===== config.mk =====
export PLATFORM = sky130hd
export DESIGN_NAME = mc_timer
export DESIGN_NICKNAME = d
export VERILOG_FILES = /design/src/mc_sys_pkg.sv /design/src/mc_timer.sv
export VERILOG_INCLUDE_DIRS = /design/src
export SDC_FILE = /design/constraint.sdc
export NUM_CORES = 1
export LEC_CHECK = 0
export BUFFER_PORTS_ARGS = -buffer_cell sky130_fd_sc_hd__buf_2
export CORE_ASPECT_RATIO = 1.4
export CORE_MARGIN = 3
export CORE_UTILIZATION = 35
export DETAILED_ROUTE_END_ITERATION = 12
export GPL_ROUTABILITY_DRIVEN = 0
export GPL_TIMING_DRIVEN = 0
export PLACE_DENSITY = 0.56
export SYNTH_ARGS = -nofsm -noshare
export SYNTH_HDL_FRONTEND = slang
export SYNTH_SLANG_ARGS = --single-unit
export TNS_END_PERCENT = 50

===== constraint.sdc =====
create_clock -name clk_sys -period 3.72 [get_ports clk_sys]
set_clock_uncertainty 0.15 [all_clocks]
set_input_delay 0.744 -clock clk_sys [delete_from_list [all_inputs] [get_ports clk_sys]]
set_output_delay 0.744 -clock clk_sys [all_outputs]
set_load 0.1 [all_outputs]

===== src/mc_sys_consts.svh =====
`ifndef MC_SYS_CONSTS_SVH
`define MC_SYS_CONSTS_SVH

// Bus widths
`define MC_ADDR_W 32
`define MC_DATA_W 32
`define MC_STRB_W 4

// Device windows of 1 kB each
`define MC_RAM_BASE     32'h0010_0000
`define MC_SIMCTRL_BASE 32'h0002_0000
`define MC_TIMER_BASE   32'h0003_0000
`define MC_WIN_MASK     32'hFFFF_FC00

// Scratch RAM depth in 32-bit words
`define MC_RAM_WORDS 256

// Word offset inside a window
`define MC_OFF_W 8

// Simulation-control register offsets
`define MC_SC_CHAR 8'd0
`define MC_SC_HALT 8'd1

// Timer register offsets
`define MC_TM_LO     8'd0
`define MC_TM_HI     8'd1
`define MC_TM_CMP_LO 8'd2
`define MC_TM_CMP_HI 8'd3

`endif


===== src/mc_sys_pkg.sv =====
`default_nettype none

`include "mc_sys_consts.svh"

package mc_sys_pkg;

  // AXI4-Lite response codes
  typedef enum logic [1:0] {
    OKAY   = 2'b00,
    SLVERR = 2'b10,
    DECERR = 2'b11
  } axil_resp_e;

  // Host to slave
  typedef struct packed {
    logic                  aw_valid;
    logic [`MC_ADDR_W-1:0] aw_addr;
    logic                  w_valid;
    logic [`MC_DATA_W-1:0] w_data;
    logic [`MC_STRB_W-1:0] w_strb;
    logic                  b_ready;
    logic                  ar_valid;
    logic [`MC_ADDR_W-1:0] ar_addr;
    logic                  r_ready;
  } axil_req_t;

  // Slave to host
  typedef struct packed {
    logic                  aw_ready;
    logic                  w_ready;
    logic                  b_valid;
    axil_resp_e            b_resp;
    logic                  ar_ready;
    logic                  r_valid;
    logic [`MC_DATA_W-1:0] r_data;
    axil_resp_e            r_resp;
  } axil_rsp_t;

  // One access on the device side
  typedef struct packed {
    logic                  req;
    logic                  we;
    logic [`MC_STRB_W-1:0] be;
    logic [`MC_OFF_W-1:0]  off;
    logic [`MC_DATA_W-1:0] wdata;
  } dev_req_t;

  typedef enum logic [1:0] {
    DEV_RAM,
    DEV_SIMCTRL,
    DEV_TIMER,
    DEV_NONE
  } bus_device_e;

  typedef enum logic [2:0] {
    ST_IDLE,
    ST_WRITE,
    ST_READ,
    ST_BRESP,
    ST_RRESP
  } bus_state_e;

endpackage

`default_nettype wire


===== src/mc_timer.sv =====
`timescale 1ns/1ps
`default_nettype none

`include "mc_sys_consts.svh"

module mc_timer (
  input  logic                  clk_sys,
  input  logic                  arst_n_i,
  input  mc_sys_pkg::dev_req_t  req_i,
  output logic [`MC_DATA_W-1:0] rdata_o,
  output logic                  timer_irq_o
);

  logic [63:0] mtime_q;
  logic [63:0] mtimecmp_q;
  logic        wr;
  logic        rd;

  assign wr = req_i.req && req_i.we;
  assign rd = req_i.req && !req_i.we;

  always_ff @(posedge clk_sys or negedge arst_n_i) begin
    if (!arst_n_i) begin
      mtime_q    <= '0;
      mtimecmp_q <= '1;
    end else begin
      mtime_q <= mtime_q + 64'd1;
      // A half write overrides the increment of that half
      if (wr) begin
        case (req_i.off)
          `MC_TM_LO:     mtime_q[31:0]     <= req_i.wdata;
          `MC_TM_HI:     mtime_q[63:32]    <= req_i.wdata;
          `MC_TM_CMP_LO: mtimecmp_q[31:0]  <= req_i.wdata;
          `MC_TM_CMP_HI: mtimecmp_q[63:32] <= req_i.wdata;
          default: ;
        endcase
      end
    end
  end

  // Read data held until the next read
  always_ff @(posedge clk_sys) begin
    if (rd) begin
      case (req_i.off)
        `MC_TM_LO:     rdata_o <= mtime_q[31:0];
        `MC_TM_HI:     rdata_o <= mtime_q[63:32];
        `MC_TM_CMP_LO: rdata_o <= mtimecmp_q[31:0];
        `MC_TM_CMP_HI: rdata_o <= mtimecmp_q[63:32];
        default:       rdata_o <= '0;
      endcase
    end
  end

  // Level interrupt
  assign timer_irq_o = (mtime_q >= mtimecmp_q);

endmodule

`default_nettype wire


==> metrics.md <==
| Metric | Value |
|---|---|
| R2R depth | 7 |
| Commonest non-fill, non-tap cell in the layout | nand2_1 |
| CTS Buf Count | 17 |
| Clock Pin Slew Worst Setup and Hold Paths | 0.07 ns |
| Mapped cell area | 9520 sq um |
| Critical Path RT | 2.83 ns |
| Hold Path Class | in -> async |
| Slowest CP cell | dfrtp_1 |
| Antenna Violating Nets Remaining | 0 |
| Total number of vias | ~7100 |
| Post-Syn Nets | approximately 1000 |
| Setup WS pre-CTS | -0.241 ns |
| Most frequent cells in the layout | 90 x nand2_1, 73 x buf_2, 72 x inv_1 |
| Port Buffers | between 70 and 80 |
| TritonCTS Sinks | between 150 and 200 |
| TritonCTS clock tree | done |
| Mapped Cells | 866 |
| DIE AREA | 29200 sq um |
| Final Hold Vio Count | 0 |
| H-tree lvl count | 4 |
| Fmax | 0.265 GHz |
| IO Pins | 81 |
| Leakage | 4.48 nW |
| Wirelength per Cell | 21.2 microns |
| Antenna cells | 0 |
| Register bit total from synthesis | 160 |
| Worst EP arrival | about 2.9 ns |
| P&R area growth vs syn | 19.1% |
| Share of cells above drive strength 1 | about a third |
| DRT Wirelength | 28.5 mm |
| Largest net degree at the start of global routing | 80 |
| CTS Root Buffer Type | clkbuf_16 |
| CP Max Fanout | 7 |
| Clk Latency, worst-skew pair | 0.44 ns |
| Die Span Y | 201 microns |
| Max cap viols | 0 |
| Core area | 26500 sq um |
| Final setup violation count | 1 |
| Final design utilization | 42.8% |
| RSZ-0062 raised after global routing | true |
| Startpoint types | flip-flop |
| DR iter-0 viols | 487 |
| Power consumption | 4.75 mW |
| GRT Overall Usage | approximately a fifth |
| Via-to-Cell Ratio | 5.32 |
| Chip width | 145 microns |
| Mean Syn Cell Area | 11.0 sq um |
| Worst VDD drop | slightly above 300 uV |
| Initial DRT Pass Iterations | 5 |
| Final nets | 1082 |
| Max Root-Sink Buffers | 2 |
| Drt drc | 0 |
| Starting Density | 36.0% |
| Outcome | finished, violations left |
| Post-DP HPWL | 20.4 mm |
| Pwr dens | 420 nW/um^2 |
| Cell-by-cell listing of the critical path | ha_4, nand4_1, nor2_1, a22o_1, or4_4, a211oi_4, o31ai_4, buf_12 |
| Max-slew headroom | 24.5% |
| Synth unique cells | 50 |
| Total gr overflow | 0 |
| Slew of the pin with the lowest slew margin | 1.13 ns |
| Final WS setup | -0.0605 ns |
| Failing checks | negative setup slack |
| Minimum clock period | 3.78 ns |
| Final Cycle Share | 102% |
| Number of flops mapped to enable cells by yosys | 32 |
| Max-slew violation count | 0 |
| Placed instance area | 10400 sq um |
| Row cnt | 70 |
| Critical path class | reg -> out |
| Post-synthesis sequential area ratio | ~45% |
| Worst setup EP type | primary output |
| Initial antenna violation count | 0 |
| Design area | approximately 11000 sq um |
| FFs w/ async S/R, synth | 80.0% |
| Hold slack | 0.104 ns |
| First-pass GRT wire length | approximately 44 mm |
| Largest stage delay, worst path | 0.57 ns |
| Vias in the first global route | 7476 |
| Hold buffers post-CTS | 0 |
| Top FF cell, synth | dfstp_2 |
| Yosys warns | 0 |
[per-layer routing]
metal	global-route usage, %	routed length [microns]	vias to the layer above
li1	-	-	3314
met5	0	0	-
met3	3.13	1080	57
met4	8.62	1210	0
met1	23.2	11500	3578
met2	35.1	14600	193
[flip-flops by register name, indices dropped and copies added (netlist names)]
signal      flops
mtime_q        64
rdata_o        32
mtimecmp_q     64
[report_power, final]
part / internal (mW) / switching, mW
combinational: 0.322 / 0.422
clock: 1.15 / 0.820
sequential: 1.90 / 0.141
[Yosys cell counts, types with 3 or more instances]
| library cell | instances | area (sq um) |
|---|---|---|
| nor3_2 | 8 | 80.1 |
| nand2_1 | 91 | 342 |
| edfxtp_1 | 32 | 961 |
| and4_1 | 11 | 96.3 |
| a221oi_1 | 4 | 35.0 |
| clkbuf_1 | 29 | 109 |
| mux2_2 | 68 | 766 |
| o21ai_0 | 53 | 265 |
| nand4_1 | 20 | 125 |
| nand3_1 | 29 | 145 |
| nor2_1 | 19 | 71.3 |
| xnor2_1 | 48 | 420 |
| and3_1 | 37 | 231 |
| ha_1 | 65 | 813 |
| mux4_2 | 31 | 698 |
| a21oi_1 | 21 | 105 |
| dfrtp_1 | 64 | 1600 |
| dfstp_2 | 64 | 1680 |
| buf_1 | 5 | 18.8 |
| a211oi_1 | 3 | 22.5 |
| nor4_1 | 7 | 43.8 |
| nor3_1 | 15 | 75.1 |
| o21ai_1 | 14 | 70.1 |
| a21o_1 | 6 | 45.0 |
| and2_1 | 3 | 18.8 |
| xor2_1 | 14 | 123 |
| inv_1 | 78 | 293 |
[logic make-up after synthesis]
logic type,after synthesis,synth area share [%]
mux,100,15.7
flops,160,44.6
fa+ha+maj,65,8.55
buf+inv,115,4.71
simple gates,255,14.4
xor+xnor,62,5.71
compound gates,109,6.39
[final timing paths]
check,slack (ns),end,startpoint
setup / recovery,-0.06,timer_irq_o,mtime_q[47]
hold / removal,0.10,mtime_q[9],arst_n_i
setup reg to reg,0.46,mtime_q[37],mtime_q[0]
hold reg to reg,0.46,mtime_q[63],mtime_q[63]
max in group asynchronous,2.52,mtimecmp_q[2],arst_n_i
min in group clk_sys,0.41,mtime_q[38],req_i[6]
[area by class of cell]
cell class | instances | area [sq um]
tap | 360 | 450
multi-input combinational | 591 | 5030
clock inverter | 15 | 223
inverter | 78 | 293
clock buffer | 17 | 425
fill | 2570 | 15100
timing repair buffer | 84 | 507
buffer | 37 | 155
sequential | 160 | 4240
[worst max-delay path, delay by kind of cell, from the launching register on]
kind            cells  cell delay, ns
compound gates      3            0.63
fa+ha+maj           1            0.28
buf+inv             1            0.18
flops               1            0.57
simple gates        3            0.77
[what timing repair did]
item / 4_1_cts / 5_1_grt
gates resized for setup: 35 / 1
buffers inserted: 7 / 0
endpoints found under the setup margin: 1 / 1
pin swaps: 17 / 3
endpoints found under the hold margin: 0 / 0
[metrics by stage]
step / cells / TNS, ns
floorplan: 866 / 0
global placement: 1300 / -21.96
detailed placement: 1302 / -1.97
CTS: 1341 / -0.0508
global route: 1342 / -0.133
finish: 1342 / -0.0605
Note: power is estimated with default switching activity, not from simulation.
