[config.mk]
export PLATFORM = sky130hd
export DESIGN_NAME = mc_sim_ctrl
export DESIGN_NICKNAME = d
export VERILOG_FILES = /design/src/mc_sys_pkg.sv /design/src/mc_sim_ctrl.sv
export VERILOG_INCLUDE_DIRS = /design/src
export SDC_FILE = /design/constraint.sdc
export NUM_CORES = 1
export LEC_CHECK = 0
export ABC_AREA = 1
export BUFFER_PORTS_ARGS = -buffer_cell sky130_fd_sc_hd__buf_2
export CAP_MARGIN = 25
export CORE_ASPECT_RATIO = 0.5
export CORE_UTILIZATION = 48
export DETAILED_ROUTE_END_ITERATION = 10
export GPL_TIMING_DRIVEN = 0
export PLACE_DENSITY = 0.76
export SETUP_SLACK_MARGIN = 0.05
export SLEW_MARGIN = 20
export SYNTH_ARGS = -nofsm -noshare
export SYNTH_HDL_FRONTEND = slang
export SYNTH_SLANG_ARGS = --single-unit
[constraint.sdc]
create_clock -name clk_sys -period 1.4 [get_ports clk_sys]
set_clock_uncertainty 0.1 [all_clocks]
set_input_delay 0.28 -clock clk_sys [delete_from_list [all_inputs] [get_ports clk_sys]]
set_output_delay 0.28 -clock clk_sys [all_outputs]
set_load 0.01 [all_outputs]
[src/mc_sys_consts.svh]
`ifndef MC_SYS_CONSTS_SVH
`define MC_SYS_CONSTS_SVH

// Bus widths
`define MC_ADDR_W 32
`define MC_DATA_W 32
`define MC_STRB_W 4

// Device windows of 1 kB each
`define MC_RAM_BASE     32'h0010_0000
`define MC_SIMCTRL_BASE 32'h0002_0000
`define MC_TIMER_BASE   32'h0003_0000
`define MC_WIN_MASK     32'hFFFF_FC00

// Scratch RAM depth in 32-bit words
`define MC_RAM_WORDS 256

// Word offset inside a window
`define MC_OFF_W 8

// Simulation-control register offsets
`define MC_SC_CHAR 8'd0
`define MC_SC_HALT 8'd1

// Timer register offsets
`define MC_TM_LO     8'd0
`define MC_TM_HI     8'd1
`define MC_TM_CMP_LO 8'd2
`define MC_TM_CMP_HI 8'd3

`endif

[src/mc_sys_pkg.sv]
`default_nettype none

`include "mc_sys_consts.svh"

package mc_sys_pkg;

  // AXI4-Lite response codes
  typedef enum logic [1:0] {
    OKAY   = 2'b00,
    SLVERR = 2'b10,
    DECERR = 2'b11
  } axil_resp_e;

  // Host to slave
  typedef struct packed {
    logic                  aw_valid;
    logic [`MC_ADDR_W-1:0] aw_addr;
    logic                  w_valid;
    logic [`MC_DATA_W-1:0] w_data;
    logic [`MC_STRB_W-1:0] w_strb;
    logic                  b_ready;
    logic                  ar_valid;
    logic [`MC_ADDR_W-1:0] ar_addr;
    logic                  r_ready;
  } axil_req_t;

  // Slave to host
  typedef struct packed {
    logic                  aw_ready;
    logic                  w_ready;
    logic                  b_valid;
    axil_resp_e            b_resp;
    logic                  ar_ready;
    logic                  r_valid;
    logic [`MC_DATA_W-1:0] r_data;
    axil_resp_e            r_resp;
  } axil_rsp_t;

  // One access on the device side
  typedef struct packed {
    logic                  req;
    logic                  we;
    logic [`MC_STRB_W-1:0] be;
    logic [`MC_OFF_W-1:0]  off;
    logic [`MC_DATA_W-1:0] wdata;
  } dev_req_t;

  typedef enum logic [1:0] {
    DEV_RAM,
    DEV_SIMCTRL,
    DEV_TIMER,
    DEV_NONE
  } bus_device_e;

  typedef enum logic [2:0] {
    ST_IDLE,
    ST_WRITE,
    ST_READ,
    ST_BRESP,
    ST_RRESP
  } bus_state_e;

endpackage

`default_nettype wire

[src/mc_sim_ctrl.sv]
`timescale 1ns/1ps
`default_nettype none

`include "mc_sys_consts.svh"

module mc_sim_ctrl (
  input  logic                  clk_sys,
  input  logic                  arst_n_i,
  input  mc_sys_pkg::dev_req_t  req_i,
  output logic [`MC_DATA_W-1:0] rdata_o,
  output logic                  char_valid_o,
  output logic [7:0]            char_o,
  output logic                  halt_o
);

  logic [31:0] char_cnt_q;
  logic        char_wr;
  logic        halt_wr;

  assign char_wr = req_i.req && req_i.we && (req_i.off == `MC_SC_CHAR);
  assign halt_wr = req_i.req && req_i.we && (req_i.off == `MC_SC_HALT);

  always_ff @(posedge clk_sys or negedge arst_n_i) begin
    if (!arst_n_i) begin
      char_valid_o <= 1'b0;
      char_cnt_q   <= '0;
      halt_o       <= 1'b0;
    end else begin
      char_valid_o <= char_wr;
      if (char_wr) begin
        char_cnt_q <= char_cnt_q + 32'd1;
      end
      // Sticky until reset
      if (halt_wr && req_i.wdata[0]) begin
        halt_o <= 1'b1;
      end
    end
  end

  always_ff @(posedge clk_sys) begin
    if (char_wr) begin
      char_o <= req_i.wdata[7:0];
    end
    if (req_i.req && !req_i.we) begin
      case (req_i.off)
        `MC_SC_CHAR: rdata_o <= char_cnt_q;
        `MC_SC_HALT: rdata_o <= {31'd0, halt_o};
        default:     rdata_o <= '0;
      endcase
    end
  end

endmodule

`default_nettype wire

==> results of run 1 <==
## final timing paths
| path | startpoint | endpoint | depth (start not counted) |
|---|---|---|---|
| worst min register to register | char_cnt_q[31] | char_cnt_q[31] | 2 |
| min in group asynchronous | arst_n_i | char_cnt_q[26] | 2 |
| max in group asynchronous | arst_n_i | char_cnt_q[1] | 2 |
| worst max register to register | char_cnt_q[8] | char_cnt_q[12] | 6 |
| worst max-delay path | char_cnt_q[8] | char_cnt_q[12] | 6 |
| worst min-delay path | req_i[6] | char_o[6] | 1 |
## what timing repair did
action                                  in CTS  in global routing
cloned                                       1                  2
gates resized for setup                     25                 65
pin swaps                                   10                 32
hold endpoints to repair                    35                  3
endpoints found under the setup margin      24                 72
buffers inserted                            12                 16
hold buffers                                 2                  3
## routing by layer
| metal | GRT usage [%] | wire length [microns] | vias to the layer above |
|---|---|---|---|
| li1 | - | - | 1459 |
| met1 | 30.7 | 3810 | 1474 |
| met2 | 35.3 | 4410 | 131 |
| met3 | 9.31 | 734 | 24 |
| met4 | 9.45 | 244 | 0 |
| met5 | 0 | 0 | - |
## layout make-up
type                    count  area, sq um  share of cell area, %
inverters                  50          195                   3.99
clock buffers              10          229                   4.68
well taps                  92          115                   2.35
plain buffers               7         68.8                   1.41
clock inverters             6         82.6                   1.69
flip-flops and latches     74         2070                   42.3
multi-input cells         260         1530                   31.3
repair buffers             94          601                   12.3
## sequential cells by signal, summed over array words and instances (netlist names)
name          flops
char_cnt_q       32
rdata_o          32
char_o            8
char_valid_o      1
halt_o            1
## layout by cell type, fill, tap and decap left out
cell / netlist / final
nor3_2: 1 / 3
clkinvlp_4: 0 / 1
nand3b_1: 1 / 1
dfrtp_2: 0 / 13
clkbuf_16: 0 / 10
clkinv_2: 0 / 3
nand2_1: 114 / 97
buf_2: 1 / 60
buf_8: 1 / 3
nand4_1: 14 / 14
inv_4: 0 / 3
clkbuf_1: 3 / 3
nor2_4: 7 / 27
a31o_2: 1 / 1
buf_4: 1 / 23
xor2_1: 9 / 9
buf_6: 1 / 5
clkbuf_2: 0 / 1
inv_1: 45 / 43
nor2_2: 4 / 6
inv_2: 5 / 4
nand3_2: 0 / 1
nor3_1: 4 / 1
dlygate4sd3_1: 0 / 5
dfrtp_1: 34 / 21
nor3_4: 0 / 1
nand3_1: 24 / 21
clkbuf_4: 0 / 1
nand3_4: 1 / 3
o21ai_1: 1 / 1
edfxtp_1: 40 / 40
nor2_1: 69 / 49
bufinv_16: 0 / 2
ha_4: 0 / 1
o21ai_0: 1 / 1
nand2_2: 4 / 12
nand2_4: 1 / 10
nor2_8: 1 / 1
## critical path, cell delays in order (launching register included)
cell and delay (ns):
dfrtp_2 0.43, nand2_1 0.11, nor2_2 0.16, nand3_4 0.15, nor2_8 0.21, clkbuf_16 0.18
xor2_1 0.18
## kinds of logic after synthesis
logic type / synth area share [%]
simple gates: 31.6
flops: 58.5
buf+inv: 6.77
xor+xnor: 2.25
compound gates: 0.535
fa+ha+maj: 0.356
## power by group
group | internal, mW | switching, mW | leakage (nW)
clock | 1.55 | 0.878 | 0.152
combinational | 0.0836 | 0.124 | 1.23
sequential | 2.32 | 0.0159 | 0.851
total | 3.95 | 1.02 | 2.24
==> run metrics, run 1 <==
synth top area cells edfxtp_1, dfrtp_1, nand2_1; Async SR Flop Fraction 45.9%; commonest cells in the netlist nand2_1, nor2_1, inv_1; GP Congestion 0.882; Max-Cap Viols 0; top-count cell post-synth nand2_1; Synth top area share 34.2%; die area 7680 sq um; fill count 478; min Tclk post-route 1.62 ns; average size of a mapped cell 9.02 sq um; syn nets 438; post-synthesis sequential area ratio 58.5%; mapped cell area 3510 sq um; Design Area, Final 4890 sq um; RSZ-0062 raised after global routing yes; final worst slack -0.225 ns; die width 123 microns; PwrDens 1020 nW/um^2; post-DP HPWL 5.20 mm; Gate Count Post-Synth 389; Place WS -0.293 ns; initial core utilization 51.0%; FP Rows 21; total CTS buffers 9; Max Clock Freq 0.615 GHz; H-tree lvl count 3; Starting DRT DRC Count 331; CTS Root Cell clkbuf_16; TNS Setup -1.86 ns; Worst slew margin 59.2%; first-pass GRT wire length 13.3 mm; largest area contributor in the netlist edfxtp_1; overall power 4.97 mW; Final ANT Viol Nets 0; clk_lat worst skew 0.34 ns; Core Area 6880 sq um; CTS clk-pin slew, worst paths 0.06 ns; drt first pass iters 5; hold_ws 0.0162 ns; routed wire length 9.20 mm; GRT Total Usage 23.6%; Max Transition Viols Final 0; Final Core Density 71.1%; largest net degree at the start of global routing 35; warnings from Yosys 0; Final Hold Vio Count 0; Final Non-Filler Cells 593; R2R Setup Slk -0.22 ns; #FFs+latches synth 74; crit path launch type flip-flop; Distinct cells, synth 27; final setup fails 19; period utilization 116%; Chip Height 62.5 microns; # clock sinks 74; initial antenna violation count 0; slew at the pin closest to its max-slew limit 0.612 ns; number of flops mapped to enable cells by yosys 40; DP Cell Count 542; critical path data required time 1.55 ns; violated checks setup timing; Critical Path Fanout Max 6; main flop type after synthesis edfxtp_1; final net count 545; placed cell area 3980 sq um; Top-Level Pins 90; # port buffers 61; Critical Path AT 1.78 ns; maximum vdd drop 0.530 mV; vias in the first global route 2789; DRC violations left 0; CTS tree yes; layout cells sized above 1 38.9%; Via density 5.21; grt ovf 0; per-cell routed wire length 15.5 microns; ant diodes 0; Via Count 3088; Worst Hold Class primary input to flip-flop; area delta synth->final 39.4%; status finished with violations; Crit Path Category flip-flop to flip-flop; Lkg Pwr 2.24 nW; clk buf depth 2; critical path endpoint category flip-flop
(Power assumes the default switching activity.)
==> inputs of run 2 (changes only) <==
--- a/config.mk
+++ b/config.mk
@@ -6,14 +6,13 @@
 export SDC_FILE = /design/constraint.sdc
 export NUM_CORES = 1
 export LEC_CHECK = 0
-export ABC_AREA = 1
 export BUFFER_PORTS_ARGS = -buffer_cell sky130_fd_sc_hd__buf_2
 export CAP_MARGIN = 25
 export CORE_ASPECT_RATIO = 0.5
-export CORE_UTILIZATION = 48
+export CORE_UTILIZATION = 46
 export DETAILED_ROUTE_END_ITERATION = 10
 export GPL_TIMING_DRIVEN = 0
-export PLACE_DENSITY = 0.76
+export PLACE_DENSITY = 0.75
 export SETUP_SLACK_MARGIN = 0.05
 export SLEW_MARGIN = 20
 export SYNTH_ARGS = -nofsm -noshare
==> run metrics, run 2 <==
status finished with violations; violated checks setup timing; #FFs+latches synth 74 (unchanged); grt ovf 0 (unchanged); GP Congestion 0.784 (-11%); Synth Area in Simple Gates 22.1% (-9.5 points); clk_lat worst skew 0.34 ns (about the same); largest family of logic cells by synthesized area simple AND/OR/NAND/NOR gates; GRT Total Usage 21.8% (-1.8 points); critical path endpoint category flip-flop; Lkg Pwr 2.15 nW (-3.8%); area delta synth->final 48.5%; final setup fails 24 (+5); Top-Level Pins 90 (unchanged); DRC violations left 0 (unchanged); Hold Crit Start req_i[2]; Critical Path AT 1.85 ns (+0.07 ns); CP Cell Sequence nand3_2 -> or3_4 -> buf_12 -> nor4_4 -> xor2_1; period utilization 121% (+5.1 points); mapped cell area 3110 sq um (-11%); initial antenna violation count 0 (unchanged); Async SR Flop Fraction 45.9% (unchanged); final net count 380 (-30%); crit path max-delay cell type or3_4; Post-Synth XOR/XNOR Area 8.73% (+6.5 points); FP Rows 20 (-4.8%); placed cell area 3590 sq um (-9.8%); Design Area, Final 4620 sq um (-5.6%); CTS clk-pin slew, worst paths 0.06 ns (about the same); first-pass GRT wire length 11.0 mm (-17%); Worst setup startpoint char_cnt_q[11]; Crit Path Category flip-flop to flip-flop; Core Area 6280 sq um (-8.8%); mux cell area share after synthesis 0.684% (+0.68 points); Crit path max-delay family simple AND/OR/NAND/NOR gates; post-DP HPWL 3.78 mm (-27%); Worst Hold Class primary input to flip-flop; R2R depth 5 (-1); slew at the pin closest to its max-slew limit 0.921 ns (+0.310 ns); die width 118 microns (-3.8%); Max-Cap Viols 0 (unchanged); fill count 366 (-23%); Critical Path Fanout Max 5 (-1); Starting DRT DRC Count 104 (-69%); Worst slew margin 38.4% (-21 points); hold depth 1 (unchanged); critical path data required time 1.56 ns (about the same); top-count cell post-synth edfxtp_1; cell depth of the worst setup path 5 (-1); Gate Count Post-Synth 224 (-42%); RR Startpoint char_cnt_q[11]; largest area contributor in the netlist edfxtp_1; Synth top area share 38.6% (+4.4 points); commonest cells in the netlist edfxtp_1, dfrtp_1, and2_1; CTS tree yes; largest net degree at the start of global routing 35 (unchanged); largest stage delay on the critical path 0.46 ns (+0.03 ns); Final ANT Viol Nets 0 (unchanged); per-cell routed wire length 17.6 microns (+14%); Post-Synth Adder-Cell Area 0.402% (+0.046 points); CTS Root Cell clkbuf_16; die area 7110 sq um (-7.4%); min Tclk post-route 1.70 ns (+0.0718 ns); total CTS buffers 9 (unchanged); overall power 5.11 mW (+2.8%); final worst slack -0.297 ns (-0.0718 ns); maximum vdd drop 0.823 mV (+55%); vias in the first global route 2188 (-22%); commonest non-fill, non-tap cell in the layout buf_2; WHS Endpoint char_o[2]; Compound-Gate Fraction of Synth Area 0.241% (-0.29 points); Chip Height 60.1 microns (-3.7%); Distinct cells, synth 30 (+11%); crit path launch type flip-flop; R2R Setup Slk -0.30 ns (-0.07 ns); post-synthesis sequential area ratio 66.0% (+7.5 points); Final Core Density 73.5% (+2.4 points); ant diodes 0 (unchanged); syn nets 273 (-38%); biggest regs char_cnt_q x32, rdata_o x32, char_o x8; Max Transition Viols Final 0 (unchanged); Via density 5.17 (-0.68%); average size of a mapped cell 13.9 sq um (+54%); layout cells sized above 1 50.3% (+11 points); # port buffers 60 (-1.6%); initial core utilization 49.5% (-1.5 points); synth top area cells edfxtp_1, dfrtp_1, and2_1; RSZ-0062 raised after global routing yes; number of flops mapped to enable cells by yosys 40 (unchanged); most frequent cells in the layout buf_2, edfxtp_1, dfrtp_1; routed wire length 7.48 mm (-19%); PwrDens 1110 nW/um^2 (+8.9%); H-tree lvl count 3 (unchanged); main flop type after synthesis edfxtp_1; Buf/Inv on CP 1 (unchanged); drt first pass iters 5 (unchanged); Max Clock Freq 0.589 GHz (-4.2%); Via Count 2193 (-29%); warnings from Yosys 0 (unchanged); clk buf depth 2 (unchanged); Final Hold Vio Count 0 (unchanged); # clock sinks 74 (unchanged); hold_ws 0.0139 ns (-0.00232 ns); FF-to-FF End char_cnt_q[29]
[run 2: cell types whose count changed in the layout (fill, tap and decap cells not counted), moves of 10 or more]
cell / change
inv_1: -39
nand2_2: -10
nor2_1: -47
nand3_1: -14
and2_1: +29
nor4_4: +11
nor2_4: -26
xor2_1: +12
nand2_1: -88
[run 2: worst reg2reg max path: stages, from the launching register on]
cell     delay [ns]
dfrtp_1        0.38
nand3_2        0.09
or3_4          0.46
buf_12         0.17
nor4_4         0.22
xor2_1         0.18
[run 2: how the worst max path moves through the flow]
stage / end / slack, ns
floorplan: char_cnt_q[27] / -0.26
global placement: rdata_o[13] / -0.72
detailed placement: rdata_o[5] / -0.79
CTS: char_cnt_q[21] / -0.23
global route: char_cnt_q[21] / -0.37
finish: char_cnt_q[29] / -0.30
[run 2: area by class of cell]
| cell class | count | area [sq um] | area share (%) |
|---|---|---|---|
| clock inverter | 4 | 72.6 | 1.57 |
| buffer | 7 | 100 | 2.17 |
| timing repair buffer | 97 | 692 | 15.0 |
| tap | 88 | 110 | 2.38 |
| inverter | 4 | 15.0 | 0.325 |
| clock buffer | 12 | 267 | 5.77 |
| multi-input combinational | 138 | 1310 | 28.3 |
| sequential | 74 | 2060 | 44.5 |
[run 2: cells by family after synthesis]
logic type,after synthesis
adder cells (fa/ha/maj),1
buffers and inverters,12
AND/OR/NAND/NOR,103
multiplexers,2
AO/OA/AOI/OAI,1
flip-flops,74
XOR/XNOR,31
[run 2: timing repair]
item | CTS | global route
setup endpoints to repair | 48 | 63
hold buffers | 1 | 0
cloned | 2 | 0
setup buffers | 29 | 6
endpoints found under the hold margin | 34 | 0
pin swaps | 32 | 23
gates resized for setup | 50 | 22
[run 2: stage by stage]
| stage | TNS, ns | instances | setup WS [ns] |
|---|---|---|---|
| 4_1_cts | -3.73 | 419 | -0.230 |
| 3_3_place_gp | -35.50 | 372 | -0.720 |
| 6_report | -5.18 | 424 | -0.297 |
| 2_1_floorplan | -8.27 | 224 | -0.262 |
| 5_1_grt | -7.19 | 424 | -0.368 |
| 3_5_place_dp | -40.80 | 372 | -0.792 |
[run 2: routing by layer]
layer	track usage (%)	share of wire, %	up-vias
met4	13.4	2.5	0
met2	38.6	53	60
met1	23.8	40	1098
met3	7.06	4.8	17
met5	0	0	-
li1	-	-	1018
[run 2: where the power goes]
group / switching [mW] / internal, mW / total [mW]
Sequential: 0.0141 / 2.35 / 2.36
Clock: 0.870 / 1.70 / 2.57
Combinational: 0.108 / 0.0727 / 0.181
==> inputs of run 3 (changes only) <==
--- a/config.mk
+++ b/config.mk
@@ -9,10 +9,10 @@
 export BUFFER_PORTS_ARGS = -buffer_cell sky130_fd_sc_hd__buf_2
 export CAP_MARGIN = 25
 export CORE_ASPECT_RATIO = 0.5
-export CORE_UTILIZATION = 46
+export CORE_UTILIZATION = 43
 export DETAILED_ROUTE_END_ITERATION = 10
 export GPL_TIMING_DRIVEN = 0
-export PLACE_DENSITY = 0.75
+export PLACE_DENSITY = 0.71
 export SETUP_SLACK_MARGIN = 0.05
 export SLEW_MARGIN = 20
 export SYNTH_ARGS = -nofsm -noshare
==> run metrics, run 3 (synthesis gave the netlist of run 2 again) <==
ant diodes 0 (unchanged); CTS Root Cell clkbuf_16; crit path launch type flip-flop; Via Count 2177 (-0.73%); vias in the first global route 2221 (+1.5%); slew at the pin closest to its max-slew limit 0.506 ns (-0.415 ns); TNS Setup -8.36 ns (-3.18 ns); multi-input logic area 1340 sq um (+2.9%); Max-Cap Viols 0 (unchanged); Core Area 6830 sq um (+8.8%); # port buffers 60 (unchanged); Crit Path Category flip-flop to flip-flop; Final Non-Filler Cells 426 (+0.47%); maximum vdd drop 0.755 mV (-8.2%); critical path data required time 1.55 ns (about the same); Via density 5.11 (-1.2%); critical path endpoint category flip-flop; violated checks setup timing; crit path max-delay cell type or3_4; Critical Path Fanout Max 5 (unchanged); commonest non-fill, non-tap cell in the layout buf_2; initial core utilization 45.5% (-4.0 points); CTS clk-pin slew, worst paths 0.05 ns (about the same); layer with the highest usage met2; period utilization 124% (+2.3 points); Crit path max-delay family simple AND/OR/NAND/NOR gates; biggest regs char_cnt_q x32, rdata_o x32, char_o x8; GP Congestion 0.830 (+5.9%); Seq. cell area 2060 sq um (+0.12%); Max Clock Freq 0.578 GHz (-1.9%); # clock sinks 74 (unchanged); cell depth of the worst setup path 5 (unchanged); initial antenna violation count 0 (unchanged); layout cells sized above 1 49.1% (-1.2 points); Max Transition Viols Final 0 (unchanged); routed wire length 7.20 mm (-3.6%); CTS tree yes; most frequent cells in the layout buf_2, edfxtp_1, and2_1, dfrtp_1, buf_4; Chip Height 62.1 microns (+3.3%); Worst Hold Class primary input to flip-flop; first-pass GRT wire length 11.3 mm (+2.5%); GRT met2 Usage 35.3% (-3.3 points); CP Cell Sequence nand3_2 -> or3_4 -> buf_16 -> nor4_4 -> xor2_1; PwrDens 1030 nW/um^2 (-6.5%); largest net degree at the start of global routing 35 (unchanged); Worst slew margin 66.2% (+28 points); GRT met3 Usage 5.97% (-1.1 points); Lkg Pwr 2.13 nW (-1.2%); final setup fails 64 (+170%); FP Rows 21 (+5.0%); hold depth 1 (unchanged); DP Cell Count 376 (+1.1%); Buf/Inv on CP 1 (unchanged); post-DP HPWL 3.93 mm (+4.0%); Final ANT Viol Nets 0 (unchanged); Top-Level Pins 90 (unchanged); DRC violations left 0 (unchanged); grt ovf 0 (unchanged); R2R depth 5 (unchanged); clk buf depth 2 (unchanged); die area 7600 sq um (+6.8%); final worst slack -0.329 ns (-0.0327 ns); fill count 459 (+25%); min Tclk post-route 1.73 ns (+0.0327 ns); H-tree lvl count 3 (unchanged); clk_lat worst skew 0.33 ns (about the same); total CTS buffers 9 (unchanged); met1 GRT Util 23.3% (-0.50 points); area delta synth->final 46.9%; largest stage delay on the critical path 0.44 ns (-0.02 ns); Starting DRT DRC Count 79 (-24%); Critical Path AT 1.88 ns (+0.03 ns); Final Hold Vio Count 0 (unchanged); die width 122 microns (+3.4%); per-cell routed wire length 16.9 microns (-4.1%); drt first pass iters 4 (-1); final net count 378 (-0.53%); GRT Total Usage 20.4% (-1.4 points); RSZ-0062 raised after global routing yes; status finished with violations
==> run 3: changes by cell type in the layout (fill, tap and decap cells not counted), moves of 2 or more <==
cell	change
nand3_4	+2
buf_4	-5
dfrtp_1	-2
nand2_2	-2
clkbuf_8	-3
dfrtp_2	+2
buf_8	+4
nand2_4	+2
clkbuf_1	+3
==> run 3: area by class of cell <==
type                    instances  area share [%]
clock buffers                  12            5.18
clock inverters                 4           0.959
multi-input cells             140            29.4
inverters                       4           0.329
well taps                      92            2.52
plain buffers                   7            2.36
repair buffers                 93            14.2
flip-flops and latches         74            45.1
==> run 3: per-stage QoR <==
| stage | instance area [sq um] | hold WS [ns] | total power [mW] | utilization (%) | setup WS [ns] |
|---|---|---|---|---|---|
| 2_1_floorplan | 3180 | -0.116 | 2.46 | - | -0.262 |
| 3_3_place_gp | 3600 | 0.286 | 2.56 | 52.7 | -0.718 |
| 3_5_place_dp | 3600 | 0.291 | 2.56 | 52.7 | -0.812 |
| 4_1_cts | 4350 | 0.0129 | 4.75 | 63.7 | -0.362 |
| 5_1_grt | 4570 | 0.0117 | 4.87 | 66.9 | -0.384 |
| 6_report | 4570 | 0.0242 | 4.73 | 66.9 | -0.329 |
==> run 3: worst paths after layout <==
check                               startpoint  slack (ns)             end
worst max-delay path             char_cnt_q[8]       -0.33  char_cnt_q[22]
worst min-delay path                  req_i[4]        0.02       char_o[4]
worst max register to register   char_cnt_q[8]       -0.33  char_cnt_q[22]
worst min register to register  char_cnt_q[31]        0.35  char_cnt_q[31]
max in group asynchronous             arst_n_i        0.45   char_cnt_q[5]
min in group asynchronous             arst_n_i        0.38  char_cnt_q[30]
==> run 3: where the power goes <==
group / leakage, nW / switching, mW / internal [mW]
Clock: 0.138 / 0.811 / 1.37
Sequential: 0.788 / 0.0120 / 2.35
Combinational: 1.20 / 0.113 / 0.0774
==> run 3: repair_timing <==
action,in CTS,in global routing
gates cloned,2,1
pin swaps,32,15
resized for setup,51,30
endpoints found under the setup margin,48,101
setup buffers,17,15
endpoints found under the hold margin,34,0
hold buffers,1,0
==> run 3: routing by layer <==
metal  share of wire (%)  vias to the layer above
li1                    -                     1018
met1                  39                     1072
met2                  52                       68
met3                 6.1                       19
met4                 2.9                        0
met5                   0                        -
