### config.mk
export PLATFORM = sky130hd
export DESIGN_NAME = mc_bus_fsm
export DESIGN_NICKNAME = d
export VERILOG_FILES = /design/src/mc_sys_pkg.sv /design/src/mc_bus_fsm.sv
export VERILOG_INCLUDE_DIRS = /design/src
export SDC_FILE = /design/constraint.sdc
export NUM_CORES = 1
export LEC_CHECK = 0
export ABC_AREA = 1
export BUFFER_PORTS_ARGS = -buffer_cell sky130_fd_sc_hd__clkbuf_2
export CORE_AREA = 10 10 138 140
export CTS_BUF_LIST = sky130_fd_sc_hd__clkbuf_8
export CTS_CLUSTER_DIAMETER = 40
export CTS_CLUSTER_SIZE = 30
export DETAILED_ROUTE_END_ITERATION = 12
export DIE_AREA = 0 0 148 150
export GPL_TIMING_DRIVEN = 0
export PLACE_DENSITY = 0.51
export SETUP_SLACK_MARGIN = 0.15
export SYNTH_ARGS = -nofsm -noshare
export SYNTH_HDL_FRONTEND = slang
export SYNTH_SLANG_ARGS = --single-unit
### constraint.sdc
create_clock -name clk_sys -period 1.75 [get_ports clk_sys]
set_input_delay 0.35 -clock clk_sys [delete_from_list [all_inputs] [get_ports clk_sys]]
set_output_delay 0.35 -clock clk_sys [all_outputs]
set_load 0.05 [all_outputs]
### src/mc_sys_consts.svh
`ifndef MC_SYS_CONSTS_SVH
`define MC_SYS_CONSTS_SVH

// Bus widths
`define MC_ADDR_W 32
`define MC_DATA_W 32
`define MC_STRB_W 4

// Device windows of 1 kB each
`define MC_RAM_BASE     32'h0010_0000
`define MC_SIMCTRL_BASE 32'h0002_0000
`define MC_TIMER_BASE   32'h0003_0000
`define MC_WIN_MASK     32'hFFFF_FC00

// Scratch RAM depth in 32-bit words
`define MC_RAM_WORDS 256

// Word offset inside a window
`define MC_OFF_W 8

// Simulation-control register offsets
`define MC_SC_CHAR 8'd0
`define MC_SC_HALT 8'd1

// Timer register offsets
`define MC_TM_LO     8'd0
`define MC_TM_HI     8'd1
`define MC_TM_CMP_LO 8'd2
`define MC_TM_CMP_HI 8'd3

`endif

### src/mc_sys_pkg.sv
`default_nettype none

`include "mc_sys_consts.svh"

package mc_sys_pkg;

  // AXI4-Lite response codes
  typedef enum logic [1:0] {
    OKAY   = 2'b00,
    SLVERR = 2'b10,
    DECERR = 2'b11
  } axil_resp_e;

  // Host to slave
  typedef struct packed {
    logic                  aw_valid;
    logic [`MC_ADDR_W-1:0] aw_addr;
    logic                  w_valid;
    logic [`MC_DATA_W-1:0] w_data;
    logic [`MC_STRB_W-1:0] w_strb;
    logic                  b_ready;
    logic                  ar_valid;
    logic [`MC_ADDR_W-1:0] ar_addr;
    logic                  r_ready;
  } axil_req_t;

  // Slave to host
  typedef struct packed {
    logic                  aw_ready;
    logic                  w_ready;
    logic                  b_valid;
    axil_resp_e            b_resp;
    logic                  ar_ready;
    logic                  r_valid;
    logic [`MC_DATA_W-1:0] r_data;
    axil_resp_e            r_resp;
  } axil_rsp_t;

  // One access on the device side
  typedef struct packed {
    logic                  req;
    logic                  we;
    logic [`MC_STRB_W-1:0] be;
    logic [`MC_OFF_W-1:0]  off;
    logic [`MC_DATA_W-1:0] wdata;
  } dev_req_t;

  typedef enum logic [1:0] {
    DEV_RAM,
    DEV_SIMCTRL,
    DEV_TIMER,
    DEV_NONE
  } bus_device_e;

  typedef enum logic [2:0] {
    ST_IDLE,
    ST_WRITE,
    ST_READ,
    ST_BRESP,
    ST_RRESP
  } bus_state_e;

endpackage

`default_nettype wire

### src/mc_bus_fsm.sv
`timescale 1ns/1ps
`default_nettype none

`include "mc_sys_consts.svh"

module mc_bus_fsm (
  input  logic                  clk_sys,
  input  logic                  arst_n_i,
  input  mc_sys_pkg::axil_req_t axil_req_i,
  output mc_sys_pkg::axil_rsp_t axil_rsp_o,
  output mc_sys_pkg::dev_req_t  ram_req_o,
  output mc_sys_pkg::dev_req_t  sc_req_o,
  output mc_sys_pkg::dev_req_t  tm_req_o,
  input  logic [`MC_DATA_W-1:0] ram_rdata_i,
  input  logic [`MC_DATA_W-1:0] sc_rdata_i,
  input  logic [`MC_DATA_W-1:0] tm_rdata_i
);

  import mc_sys_pkg::*;

  bus_state_e            state_q;
  bus_state_e            state_d;
  bus_device_e           dev_q;
  logic [`MC_OFF_W-1:0]  off_q;
  logic [`MC_DATA_W-1:0] wdata_q;
  logic [`MC_STRB_W-1:0] strb_q;
  logic                  wr_hs;
  logic                  rd_hs;
  dev_req_t              acc_req;

  // Map an address onto one of the device windows
  function automatic bus_device_e decode(input logic [`MC_ADDR_W-1:0] addr);
    bus_device_e dev;
    dev = DEV_NONE;
    if ((addr & `MC_WIN_MASK) == `MC_RAM_BASE) begin
      dev = DEV_RAM;
    end else if ((addr & `MC_WIN_MASK) == `MC_SIMCTRL_BASE) begin
      dev = DEV_SIMCTRL;
    end else if ((addr & `MC_WIN_MASK) == `MC_TIMER_BASE) begin
      dev = DEV_TIMER;
    end
    return dev;
  endfunction

  // Writes need both channels and even a half-presented write blocks reads
  assign wr_hs = (state_q == ST_IDLE) && axil_req_i.aw_valid && axil_req_i.w_valid;
  assign rd_hs = (state_q == ST_IDLE) && !axil_req_i.aw_valid && !axil_req_i.w_valid &&
                 axil_req_i.ar_valid;

  always_comb begin
    state_d = state_q;
    case (state_q)
      ST_IDLE: begin
        if (wr_hs) begin
          state_d = ST_WRITE;
        end else if (rd_hs) begin
          state_d = ST_READ;
        end
      end
      ST_WRITE: state_d = ST_BRESP;
      ST_READ:  state_d = ST_RRESP;
      ST_BRESP: begin
        if (axil_req_i.b_ready) begin
          state_d = ST_IDLE;
        end
      end
      ST_RRESP: begin
        if (axil_req_i.r_ready) begin
          state_d = ST_IDLE;
        end
      end
      default: state_d = ST_IDLE;
    endcase
  end

  always_ff @(posedge clk_sys or negedge arst_n_i) begin
    if (!arst_n_i) begin
      state_q <= ST_IDLE;
      dev_q   <= DEV_NONE;
    end else begin
      state_q <= state_d;
      if (wr_hs) begin
        dev_q <= decode(axil_req_i.aw_addr);
      end else if (rd_hs) begin
        dev_q <= decode(axil_req_i.ar_addr);
      end
    end
  end

  // Accepted offset and write payload
  always_ff @(posedge clk_sys) begin
    if (wr_hs) begin
      off_q   <= axil_req_i.aw_addr[`MC_OFF_W+1:2];
      wdata_q <= axil_req_i.w_data;
      strb_q  <= axil_req_i.w_strb;
    end else if (rd_hs) begin
      off_q <= axil_req_i.ar_addr[`MC_OFF_W+1:2];
    end
  end

  // One request steered to the decoded device only
  always_comb begin
    acc_req.req   = (state_q == ST_WRITE) || (state_q == ST_READ);
    acc_req.we    = (state_q == ST_WRITE);
    acc_req.be    = strb_q;
    acc_req.off   = off_q;
    acc_req.wdata = wdata_q;

    ram_req_o     = acc_req;
    ram_req_o.req = acc_req.req && (dev_q == DEV_RAM);
    sc_req_o      = acc_req;
    sc_req_o.req  = acc_req.req && (dev_q == DEV_SIMCTRL);
    tm_req_o      = acc_req;
    tm_req_o.req  = acc_req.req && (dev_q == DEV_TIMER);
  end

  always_comb begin
    axil_rsp_o          = '0;
    axil_rsp_o.aw_ready = wr_hs;
    axil_rsp_o.w_ready  = wr_hs;
    axil_rsp_o.ar_ready = rd_hs;
    axil_rsp_o.b_valid  = (state_q == ST_BRESP);
    axil_rsp_o.r_valid  = (state_q == ST_RRESP);
    axil_rsp_o.b_resp   = (dev_q == DEV_NONE) ? DECERR : OKAY;
    axil_rsp_o.r_resp   = (dev_q == DEV_NONE) ? DECERR : OKAY;
    // Device read registers hold until the next read request
    case (dev_q)
      DEV_RAM:     axil_rsp_o.r_data = ram_rdata_i;
      DEV_SIMCTRL: axil_rsp_o.r_data = sc_rdata_i;
      DEV_TIMER:   axil_rsp_o.r_data = tm_rdata_i;
      default:     axil_rsp_o.r_data = '0;
    endcase
  end

endmodule

`default_nettype wire

==> results of run 1 <==
cell families after synthesis:
family	after synthesis	synth area share
AO/OA/AOI/OAI	36	0.114
flip-flops	49	0.401
AND/OR/NAND/NOR	183	0.212
buffers and inverters	158	0.272
final timing paths:
path,startpoint,endpoint,slack (ps),depth (start not counted)
worst min-delay path,axil_req_i[49],wdata_q[10]$_DFFE_PN_,200,1
worst min register to register,state_q[0]$_DFFE_PN0P_,state_q[2]$_DFFE_PN0P_,640,3
worst max-delay path,dev_q[1]$_DFFE_PN1P_,axil_rsp_o[31],-440,6
max in group asynchronous,arst_n_i,dev_q[1]$_DFFE_PN1P_,1140,2
worst max register to register,state_q[2]$_DFFE_PN0P_,wdata_q[5]$_DFFE_PN_,100,8
min in group asynchronous,arst_n_i,state_q[1]$_DFFE_PN0P_,400,2
cell usage in the layout, fill, tap and decap left out, types with 3 or more instances in the layout:
master	n
nor2_1	35
clkbuf_4	4
nor2_4	5
nor3_4	3
inv_1	39
buf_2	5
clkbuf_8	7
buf_6	22
nand2_4	6
buf_4	103
edfxtp_1	44
buf_16	3
nand2_2	7
clkbuf_16	16
nand3_1	45
nand2_1	76
buf_8	37
buf_12	8
clkbuf_2	324
inv_2	3
o211ai_4	29
layout make-up:
class	instances	area, um2	area share
timing repair buffer	414	2970	0.394
multi-input combinational	219	1600	0.213
sequential	49	1450	0.192
buffer	112	967	0.128
tap	220	275	0.0365
inverter	46	186	0.0247
clock buffer	5	68.8	0.00912
clock inverter	3	21.3	0.00282
sequential cells by signal (all words and copies together) (netlist names):
| register | flops |
|---|---|
| state_q | 3 |
| dev_q | 2 |
| strb_q | 4 |
| off_q | 8 |
| wdata_q | 32 |
per-stage QoR:
| stage | TNS (ps) | utilization | hold WS (ps) | setup WS, ps | std cells |
|---|---|---|---|---|---|
| finish | -15250 | 0.462 | 201 | -441 | 1068 |
| floorplan | -4440 | - | 54.4 | -367 | 426 |
| detailed placement | -13730 | 0.375 | 174 | -465 | 1023 |
| CTS | -17290 | 0.437 | 179 | -496 | 1052 |
| global route | -18530 | 0.462 | 168 | -499 | 1068 |
| global placement | -14660 | 0.375 | 172 | -516 | 1023 |
per-layer routing:
metal  vias up  global-route usage
li1       2138                   -
met1      1982               0.167
met2       223               0.285
met3        13              0.0716
met4         0              0.0332
met5         -                   0
what timing repair did:
item | CTS | global route
gates resized for setup | 162 | 78
pin swaps | 9 | 10
hold buffers | 1 | 0
endpoints found under the setup margin | 60 | 99
gates cloned | 3 | 6
setup buffers | 17 | 10
hold endpoints to repair | 3 | 0
power groups by stage:
stage	clock network [mW]	registers [mW]	logic, mW
2_1_floorplan	0	2.08	5.60
3_3_place_gp	0	1.76	7.65
3_5_place_dp	0	1.76	7.65
4_1_cts	0.747	1.72	9.67
5_1_grt	0.788	1.74	10.9
6_report	0.706	1.72	10.4
==> results by group, run 1 <==
Power and ir drop
  – Leak: 3.86 nW
  – P_sw: 6.73 mW
  – Int Power: 6.14 mW
  – Comb pwr share: 0.812
  – Part of the power in registers: 0.133
  – Max rail drop VDD: 1.44 mV
  – Clock Power Share: 0.055
  – Sw Ratio: 0.523
  – Power density over cell area: 1710 nW/um2
  – Total Power: 12.9 mW

STA
  – Slew headroom: 0.685
  – RSZ-0062 raised after global routing: yes
  – Worst-margin pin slew: 473 ps
  – Setup WS post-layout: -441 ps
  – Fmax: 457 MHz
  – Setup Skew: 4.77 ps
  – Fin crit share: 1.25
  – Minimum clock period after layout: 2190 ps
  – Final hold vios: 0
  – Slew Limit Fails: 0
  – Setup Viol. Count Final: 44

Job
  – Max-Cap Viols: 0

Yosys
  – Cell area after synthesis: 3610 um2
  – Syn avg cell area: 8.47 um2
  – Count of flip-flops with a built-in enable after synthesis: 44
  – Synth area leaders: edfxtp_1 37%, buf_4 20%, o211ai_2 10%, nand2_1 9.3%, nand3_1 6.4%
  – Synth Net Count: 629
  – Synth warnings: 0
  – Ys flop type: edfxtp_1
  – Most common cell in the netlist: buf_4
  – Top cell type's share of synthesized area: 0.366
  – Sequential fraction of the synthesis area: 0.401
  – Syn Inst Count: 426
  – Yosys cell types: 23
  – Post-synth top cells: 97 x buf_4, 89 x nand2_1, 46 x nand3_1
  – Async set or reset register ratio after synthesis: 0.102
  – Yosys reg bits: 49
  – Area leader, netlist: edfxtp_1

Floorplanning
  – Die Y: 150 um
  – Ports: 382
  – Die W: 148 um
  – Die ar.: 22200 um2
  – Initial core utilization: 0.221
  – Standard-cell row count: 47
  – Core ar.: 16300 um2

Global route
  – Largest net degree at the start of global routing: 24
  – Overall Global Routing Usage: 0.158
  – Global route overflow: 0
  – Number of global-route vias before repair: 4610
  – First-pass GRT wire length: 27200 um
  – Initial antenna violation count: 0

Run status
  – Status: finished, violations left
  – Failing checks: setup timing

Detailed routing
  – Drt pass-1 iters: 6
  – Vias: 4356
  – Routed wire length: 19100 um
  – Number of DRC markers in iteration 0: 119
  – Wire length on met1: 7000 um
  – Vias per inst: 4.08
  – Wire per inst: 17.9 um
  – Met3 WL: 1990 um
  – DRC errors left: 0
  – Top layer in use: met4
  – Post-DRT Antenna Nets: 0
  – Routed wl met2: 9920 um

Cells and area
  – Layout cell share with drive strength beyond 1: 0.709
  – Layout Nets: 1050
  – Area delta synth->final: 109%
  – Post-route cell area: 7540 um2
  – Fill count: 1620
  – Inserted Diodes: 0

Worst setup path
  – Max incr delay on CP: 580 ps
  – Worst Path Required: 1400 ps
  – Most used cell, CP: buf_12
  – Setup CP Type: register to primary output
  – Worst-path maximum fanout: 7
  – Delay-heaviest family, CP: flip-flops
  – Slowest-stage cell, CP: dfstp_2
  – Crit path DAT: 1840 ps
  – Critical path startpoint category: register
  – Crit-path cells: inv_4 > or2_4 > buf_12 > buf_12 > o211ai_4 > buf_8
  – Buf/Inv on CP: 4
  – Worst setup EP type: primary output

Clock tree
  – TritonCTS Buffers: 5
  – CTS tree: done
  – Clk root buf: clkbuf_8
  – Clk sink count: 49
  – Worst-Skew Late Latency: 310 ps
  – Clk slew on worst S/H paths: 100 ps
  – H-tree lvl count: 2
  – Max clock buf depth: 2

Place
  – Placed cell area: 6130 um2
  – HPWL Detailed: 15600 um
  – Port Buf Inserts: 377
  – Placer's final routability congestion estimate: 0.818

Worst hold path
  – Hold Crit Class: primary input to register
(Power assumes the default switching activity.)
==> inputs of run 2 (changes only) <==
--- a/config.mk
+++ b/config.mk
@@ -16,7 +16,8 @@
 export DIE_AREA = 0 0 148 150
 export GPL_TIMING_DRIVEN = 0
 export PLACE_DENSITY = 0.51
-export SETUP_SLACK_MARGIN = 0.15
+export SETUP_SLACK_MARGIN = 0.3
+export SKIP_CTS_REPAIR_TIMING = 1
 export SYNTH_ARGS = -nofsm -noshare
 export SYNTH_HDL_FRONTEND = slang
 export SYNTH_SLANG_ARGS = --single-unit
==> results by group, run 2 (same netlist as run 1, synthesis figures left out) <==
Cells and area
  – Fill count: 1539
  – Post-Layout Cell Count: 1070
  – Commonest cells after routing, fill and taps aside: 231 x clkbuf_2, 129 x buf_6, 85 x nand2_1, 67 x buf_8, 61 x buf_4
  – Largest register FFs: 32
  – Inserted Diodes: 0
  – Most common cell after layout, fill and taps aside: clkbuf_2
  – Area delta synth->final: 129%
  – Most flop-heavy register: wdata_q
  – Layout Nets: 1052
  – Util after Layout: 0.506
  – Biggest regs: wdata_q x32, off_q x8, strb_q x4
  – Post-route cell area: 8270 um2
  – Layout cell share with drive strength beyond 1: 0.696

Worst setup path
  – Critical path startpoint category: register
  – Most used cell, CP: buf_12
  – Worst Path Required: 1400 ps
  – Crit-path cells: inv_4 > or2_4 > buf_12 > buf_12 > o211ai_4 > buf_8
  – Worst-path maximum fanout: 8
  – Slowest-stage cell, CP: dfstp_2
  – Crit path DAT: 1880 ps
  – Max incr delay on CP: 600 ps
  – Setup CP Type: register to primary output
  – Buf/Inv on CP: 4
  – Worst setup EP type: primary output
  – Delay-heaviest family, CP: flip-flops

Place
  – DP Cell Count: 1023
  – Port Buf Inserts: 377
  – Placed cell area: 6200 um2
  – Placer's final routability congestion estimate: 0.806
  – HPWL Detailed: 15500 um

Floorplanning
  – Standard-cell row count: 47
  – Initial core utilization: 0.221
  – Core ar.: 16300 um2
  – Die ar.: 22200 um2
  – Die Y: 150 um
  – Die W: 148 um
  – Ports: 382

Detailed routing
  – Drt pass-1 iters: 4
  – Wire per inst: 18.3 um
  – Number of DRC markers in iteration 0: 84
  – Routed wire length: 19600 um
  – DRC errors left: 0
  – Vias per inst: 4.07
  – Post-DRT Antenna Nets: 0
  – Vias: 4358

STA
  – Worst-margin pin slew: 451 ps
  – Slew Limit Fails: 0
  – Minimum clock period after layout: 2230 ps
  – Fmax: 448 MHz
  – Setup Viol. Count Final: 45
  – Setup Skew: 9.87 ps
  – Setup WS post-layout: -480 ps
  – Fin crit share: 1.27
  – Slew headroom: 0.700
  – RSZ-0062 raised after global routing: yes
  – Hold WS: 204 ps
  – Final hold vios: 0

Global route
  – Overall Global Routing Usage: 0.144
  – Number of global-route vias before repair: 4333
  – Initial antenna violation count: 0
  – Largest net degree at the start of global routing: 48
  – First-pass GRT wire length: 25000 um
  – Global route overflow: 0

Power and ir drop
  – Max rail drop VDD: 1.24 mV
  – Leak: 4.07 nW
  – Power density over cell area: 1560 nW/um2

Clock tree
  – H-tree lvl count: 2
  – Max clock buf depth: 2
  – Worst-Skew Late Latency: 310 ps
  – TritonCTS Buffers: 5
  – Clk slew on worst S/H paths: 100 ps
  – Clk root buf: clkbuf_8
  – Clk sink count: 49
  – CTS tree: done

Run status
  – Status: finished, violations left
  – Failing checks: setup timing

Job
  – Max-Cap Viols: 0

Worst hold path
  – Hold Crit Class: primary input to register
==> run 2: layer usage <==
layer  track usage  up-vias  part of all wire
met5             0        -                 0
met4        0.0253        0            0.0084
met3        0.0791       13              0.11
met2         0.259      229              0.53
met1         0.145     1979              0.35
li1              -     2137                 -
==> run 2: stage by stage <==
stage / total power, mW / setup WS [ps] / setup TNS (ps)
5_1_grt: 13.4 / -545 / -19100
6_report: 12.9 / -480 / -16270
3_5_place_dp: 9.53 / -365 / -10400
4_1_cts: 10.2 / -744 / -26120
2_1_floorplan: 7.81 / -367 / -4680
3_3_place_gp: 9.53 / -394 / -10710
==> run 2: worst register-to-register path: cells and delay by family (launching register included) <==
kind          cells  cell delay, ps
flops             1             460
buf+inv           3             400
simple gates      2             300
==> run 2: worst paths after layout <==
kind / from / end / slack [ps] / cells after the start
setup / recovery: dev_q[1]$_DFFE_PN1P_ / axil_rsp_o[28] / -480 / 6
hold / removal: axil_req_i[37] / strb_q[2]$_DFFE_PN_ / 200 / 1
setup reg to reg: state_q[2]$_DFFE_PN0P_ / wdata_q[28]$_DFFE_PN_ / 310 / 5
hold reg to reg: dev_q[1]$_DFFE_PN1P_ / dev_q[1]$_DFFE_PN1P_ / 650 / 3
max in group asynchronous: arst_n_i / dev_q[1]$_DFFE_PN1P_ / 1150 / 2
min in group asynchronous: arst_n_i / state_q[2]$_DFFE_PN0P_ / 380 / 2
==> run 2: cell type report <==
type | count | area [um2] | share of cell area
clock inverters | 3 | 18.8 | 0.00227
multi-input cells | 219 | 1560 | 0.189
flip-flops and latches | 49 | 1450 | 0.176
repair buffers | 416 | 3550 | 0.429
well taps | 220 | 275 | 0.0333
plain buffers | 112 | 1150 | 0.139
clock buffers | 5 | 68.8 | 0.00833
inverters | 46 | 189 | 0.0229
==> run 2: power by group <==
part           switching [mW]  leakage [nW]  internal (mW)
combinational            6.08          3.57           4.36
sequential              0.221         0.460           1.53
clock                   0.401        0.0416          0.277
==> inputs of run 3 (changes only) <==
--- a/config.mk
+++ b/config.mk
@@ -9,13 +9,11 @@
 export ABC_AREA = 1
 export BUFFER_PORTS_ARGS = -buffer_cell sky130_fd_sc_hd__clkbuf_2
 export CORE_AREA = 10 10 138 140
-export CTS_BUF_LIST = sky130_fd_sc_hd__clkbuf_8
 export CTS_CLUSTER_DIAMETER = 40
 export CTS_CLUSTER_SIZE = 30
 export DETAILED_ROUTE_END_ITERATION = 12
 export DIE_AREA = 0 0 148 150
 export GPL_TIMING_DRIVEN = 0
-export PLACE_DENSITY = 0.51
 export SETUP_SLACK_MARGIN = 0.3
 export SKIP_CTS_REPAIR_TIMING = 1
 export SYNTH_ARGS = -nofsm -noshare
==> results by group, run 3 (same netlist as run 1, synthesis figures left out) <==
Place
  – Placed cell area: 6200 um2
  – Port Buf Inserts: 377
  – DP Cell Count: 1023
  – HPWL Detailed: 15200 um
  – Placer's final routability congestion estimate: 0.849
  – DP Worst Slack: -479 ps

Cells and area
  – Post-Layout Cell Count: 1059
  – Largest register FFs: 32
  – Commonest cells after routing, fill and taps aside: 245 x clkbuf_2, 127 x buf_4, 80 x nand2_1, 66 x buf_6, 46 x nand3_1
  – Biggest regs: wdata_q x32, off_q x8, strb_q x4
  – Layout cell share with drive strength beyond 1: 0.696
  – Fill count: 1576
  – Storage element area: 1450 um2
  – Most flop-heavy register: wdata_q
  – Area delta synth->final: 106%
  – Inserted Diodes: 0
  – Most common cell after layout, fill and taps aside: clkbuf_2
  – Post-route cell area: 7440 um2
  – Multi-input gate area: 1570 um2
  – Layout Nets: 1041

Floorplanning
  – Die Y: 150 um
  – Standard-cell row count: 47
  – Ports: 382
  – Core ar.: 16300 um2
  – Die W: 148 um
  – Initial core utilization: 0.221
  – Die ar.: 22200 um2

STA
  – Setup TNS Final: -15310 ps
  – Worst-margin pin slew: 496 ps
  – Fin crit share: 1.27
  – Final hold vios: 0
  – Minimum clock period after layout: 2230 ps
  – RSZ-0062 raised after global routing: yes
  – Fmax: 448 MHz
  – Setup Skew: 9.15 ps
  – Slew headroom: 0.669
  – Setup WS post-layout: -481 ps
  – Slew Limit Fails: 0
  – Setup Viol. Count Final: 42

Power and ir drop
  – Max rail drop VDD: 0.992 mV
  – Sw Ratio: 0.531
  – Total Power: 12.3 mW
  – P_sw: 6.55 mW
  – Int Power: 5.79 mW
  – Comb pwr share: 0.772
  – Part of the power in registers: 0.141
  – Power density over cell area: 1660 nW/um2
  – Leak: 3.75 nW
  – Clock Power Share: 0.087

Worst setup path
  – Critical path startpoint category: register
  – Crit path DAT: 1880 ps
  – Slowest-stage cell, CP: dfstp_2
  – Worst-path maximum fanout: 10
  – Worst Path Required: 1400 ps
  – FF-to-FF path depth: 6
  – Reg2reg start: state_q[2]$_DFFE_PN0P_
  – RR Endpoint: wdata_q[30]$_DFFE_PN_
  – Setup CP Type: register to primary output
  – Buf/Inv on CP: 4
  – Max incr delay on CP: 630 ps
  – Delay-heaviest family, CP: flip-flops
  – R2R setup slack: 210 ps
  – Crit-path cells: inv_4 > or2_1 > buf_6 > buf_12 > o211ai_4 > buf_8
  – Worst setup EP type: primary output

Clock tree
  – H-tree lvl count: 2
  – Worst-Skew Late Latency: 290 ps
  – Max clock buf depth: 2
  – CTS tree: done
  – Clk sink count: 49
  – Clk root buf: clkbuf_16
  – TritonCTS Buffers: 5
  – Clk slew on worst S/H paths: 70 ps

Global route
  – Largest net degree at the start of global routing: 48
  – Initial antenna violation count: 0
  – First-pass GRT wire length: 24400 um
  – Global route overflow: 0
  – Overall Global Routing Usage: 0.139
  – Number of global-route vias before repair: 4156

Run status
  – Failing checks: setup timing
  – Status: finished, violations left

Detailed routing
  – Vias per inst: 4.06
  – Drt pass-1 iters: 4
  – DRC errors left: 0
  – Routed wire length: 18400 um
  – Wire per inst: 17.4 um
  – Post-DRT Antenna Nets: 0
  – Vias: 4304
  – Number of DRC markers in iteration 0: 133

Worst hold path
  – Hold endpoint: wdata_q[15]$_DFFE_PN_
  – Hold path depth: 1
  – Hold Crit Class: primary input to register
  – Hold_sp: axil_req_i[54]

Job
  – Max-Cap Viols: 0
## run 3: cell count changes in the layout (fill, tap and decap cells not counted), sizes merged
cell,change
clkbuf,+5
clkinv,+1
bufinv,+1
inv,-1
buf,-16
clkinvlp,-1
## run 3: worst register-to-register path, delay by kind of cell (launching register included)
family / cells / cell delay (ps)
flip-flops: 1 / 460
AND/OR/NAND/NOR: 2 / 330
buffers and inverters: 4 / 480
## run 3: worst max-delay path by stage
stage	startpoint	endpoint	slack, ps	cells past startpoint
after floorplan	dev_q[1]$_DFFE_PN1P_	axil_rsp_o[2]	-370	4
after global placement	dev_q[0]$_DFFE_PN1P_	axil_rsp_o[8]	-490	6
after detailed placement	dev_q[0]$_DFFE_PN1P_	axil_rsp_o[8]	-480	6
after CTS	dev_q[0]$_DFFE_PN1P_	axil_rsp_o[8]	-800	6
after global routing	dev_q[1]$_DFFE_PN1P_	axil_rsp_o[8]	-580	6
final	dev_q[1]$_DFFE_PN1P_	axil_rsp_o[8]	-480	6
## run 3: per-layer routing
metal  part of all wire  global-route usage  vias up
met5                  0                   0        -
met4             0.0075              0.0203        0
met3              0.095              0.0583       10
met2               0.54               0.253      211
met1               0.36               0.149     1965
li1                   -                   -     2118
## run 3: layout make-up
type,instances,share of cell area
buffer,112,0.126
clock buffer,5,0.0168
clock inverter,3,0.00555
inverter,46,0.0254
multi-input combinational,219,0.211
sequential,49,0.195
tap,220,0.0370
timing repair buffer,405,0.383
## run 3: power by group through the flow
stage / clock [mW] / combinational, mW / sequential, mW
after floorplan: 0 / 5.71 / 2.10
after global placement: 0 / 7.71 / 1.78
after detailed placement: 0 / 7.74 / 1.78
after CTS: 1.11 / 7.76 / 1.76
after global routing: 1.16 / 9.96 / 1.76
final: 1.08 / 9.52 / 1.74
## run 3: stage by stage
stage | hold WS [ps] | utilization
global placement | 175 | 0.379
floorplan | 54.4 | -
finish | 235 | 0.455
global route | 223 | 0.455
detailed placement | 177 | 0.379
CTS | -138 | 0.389
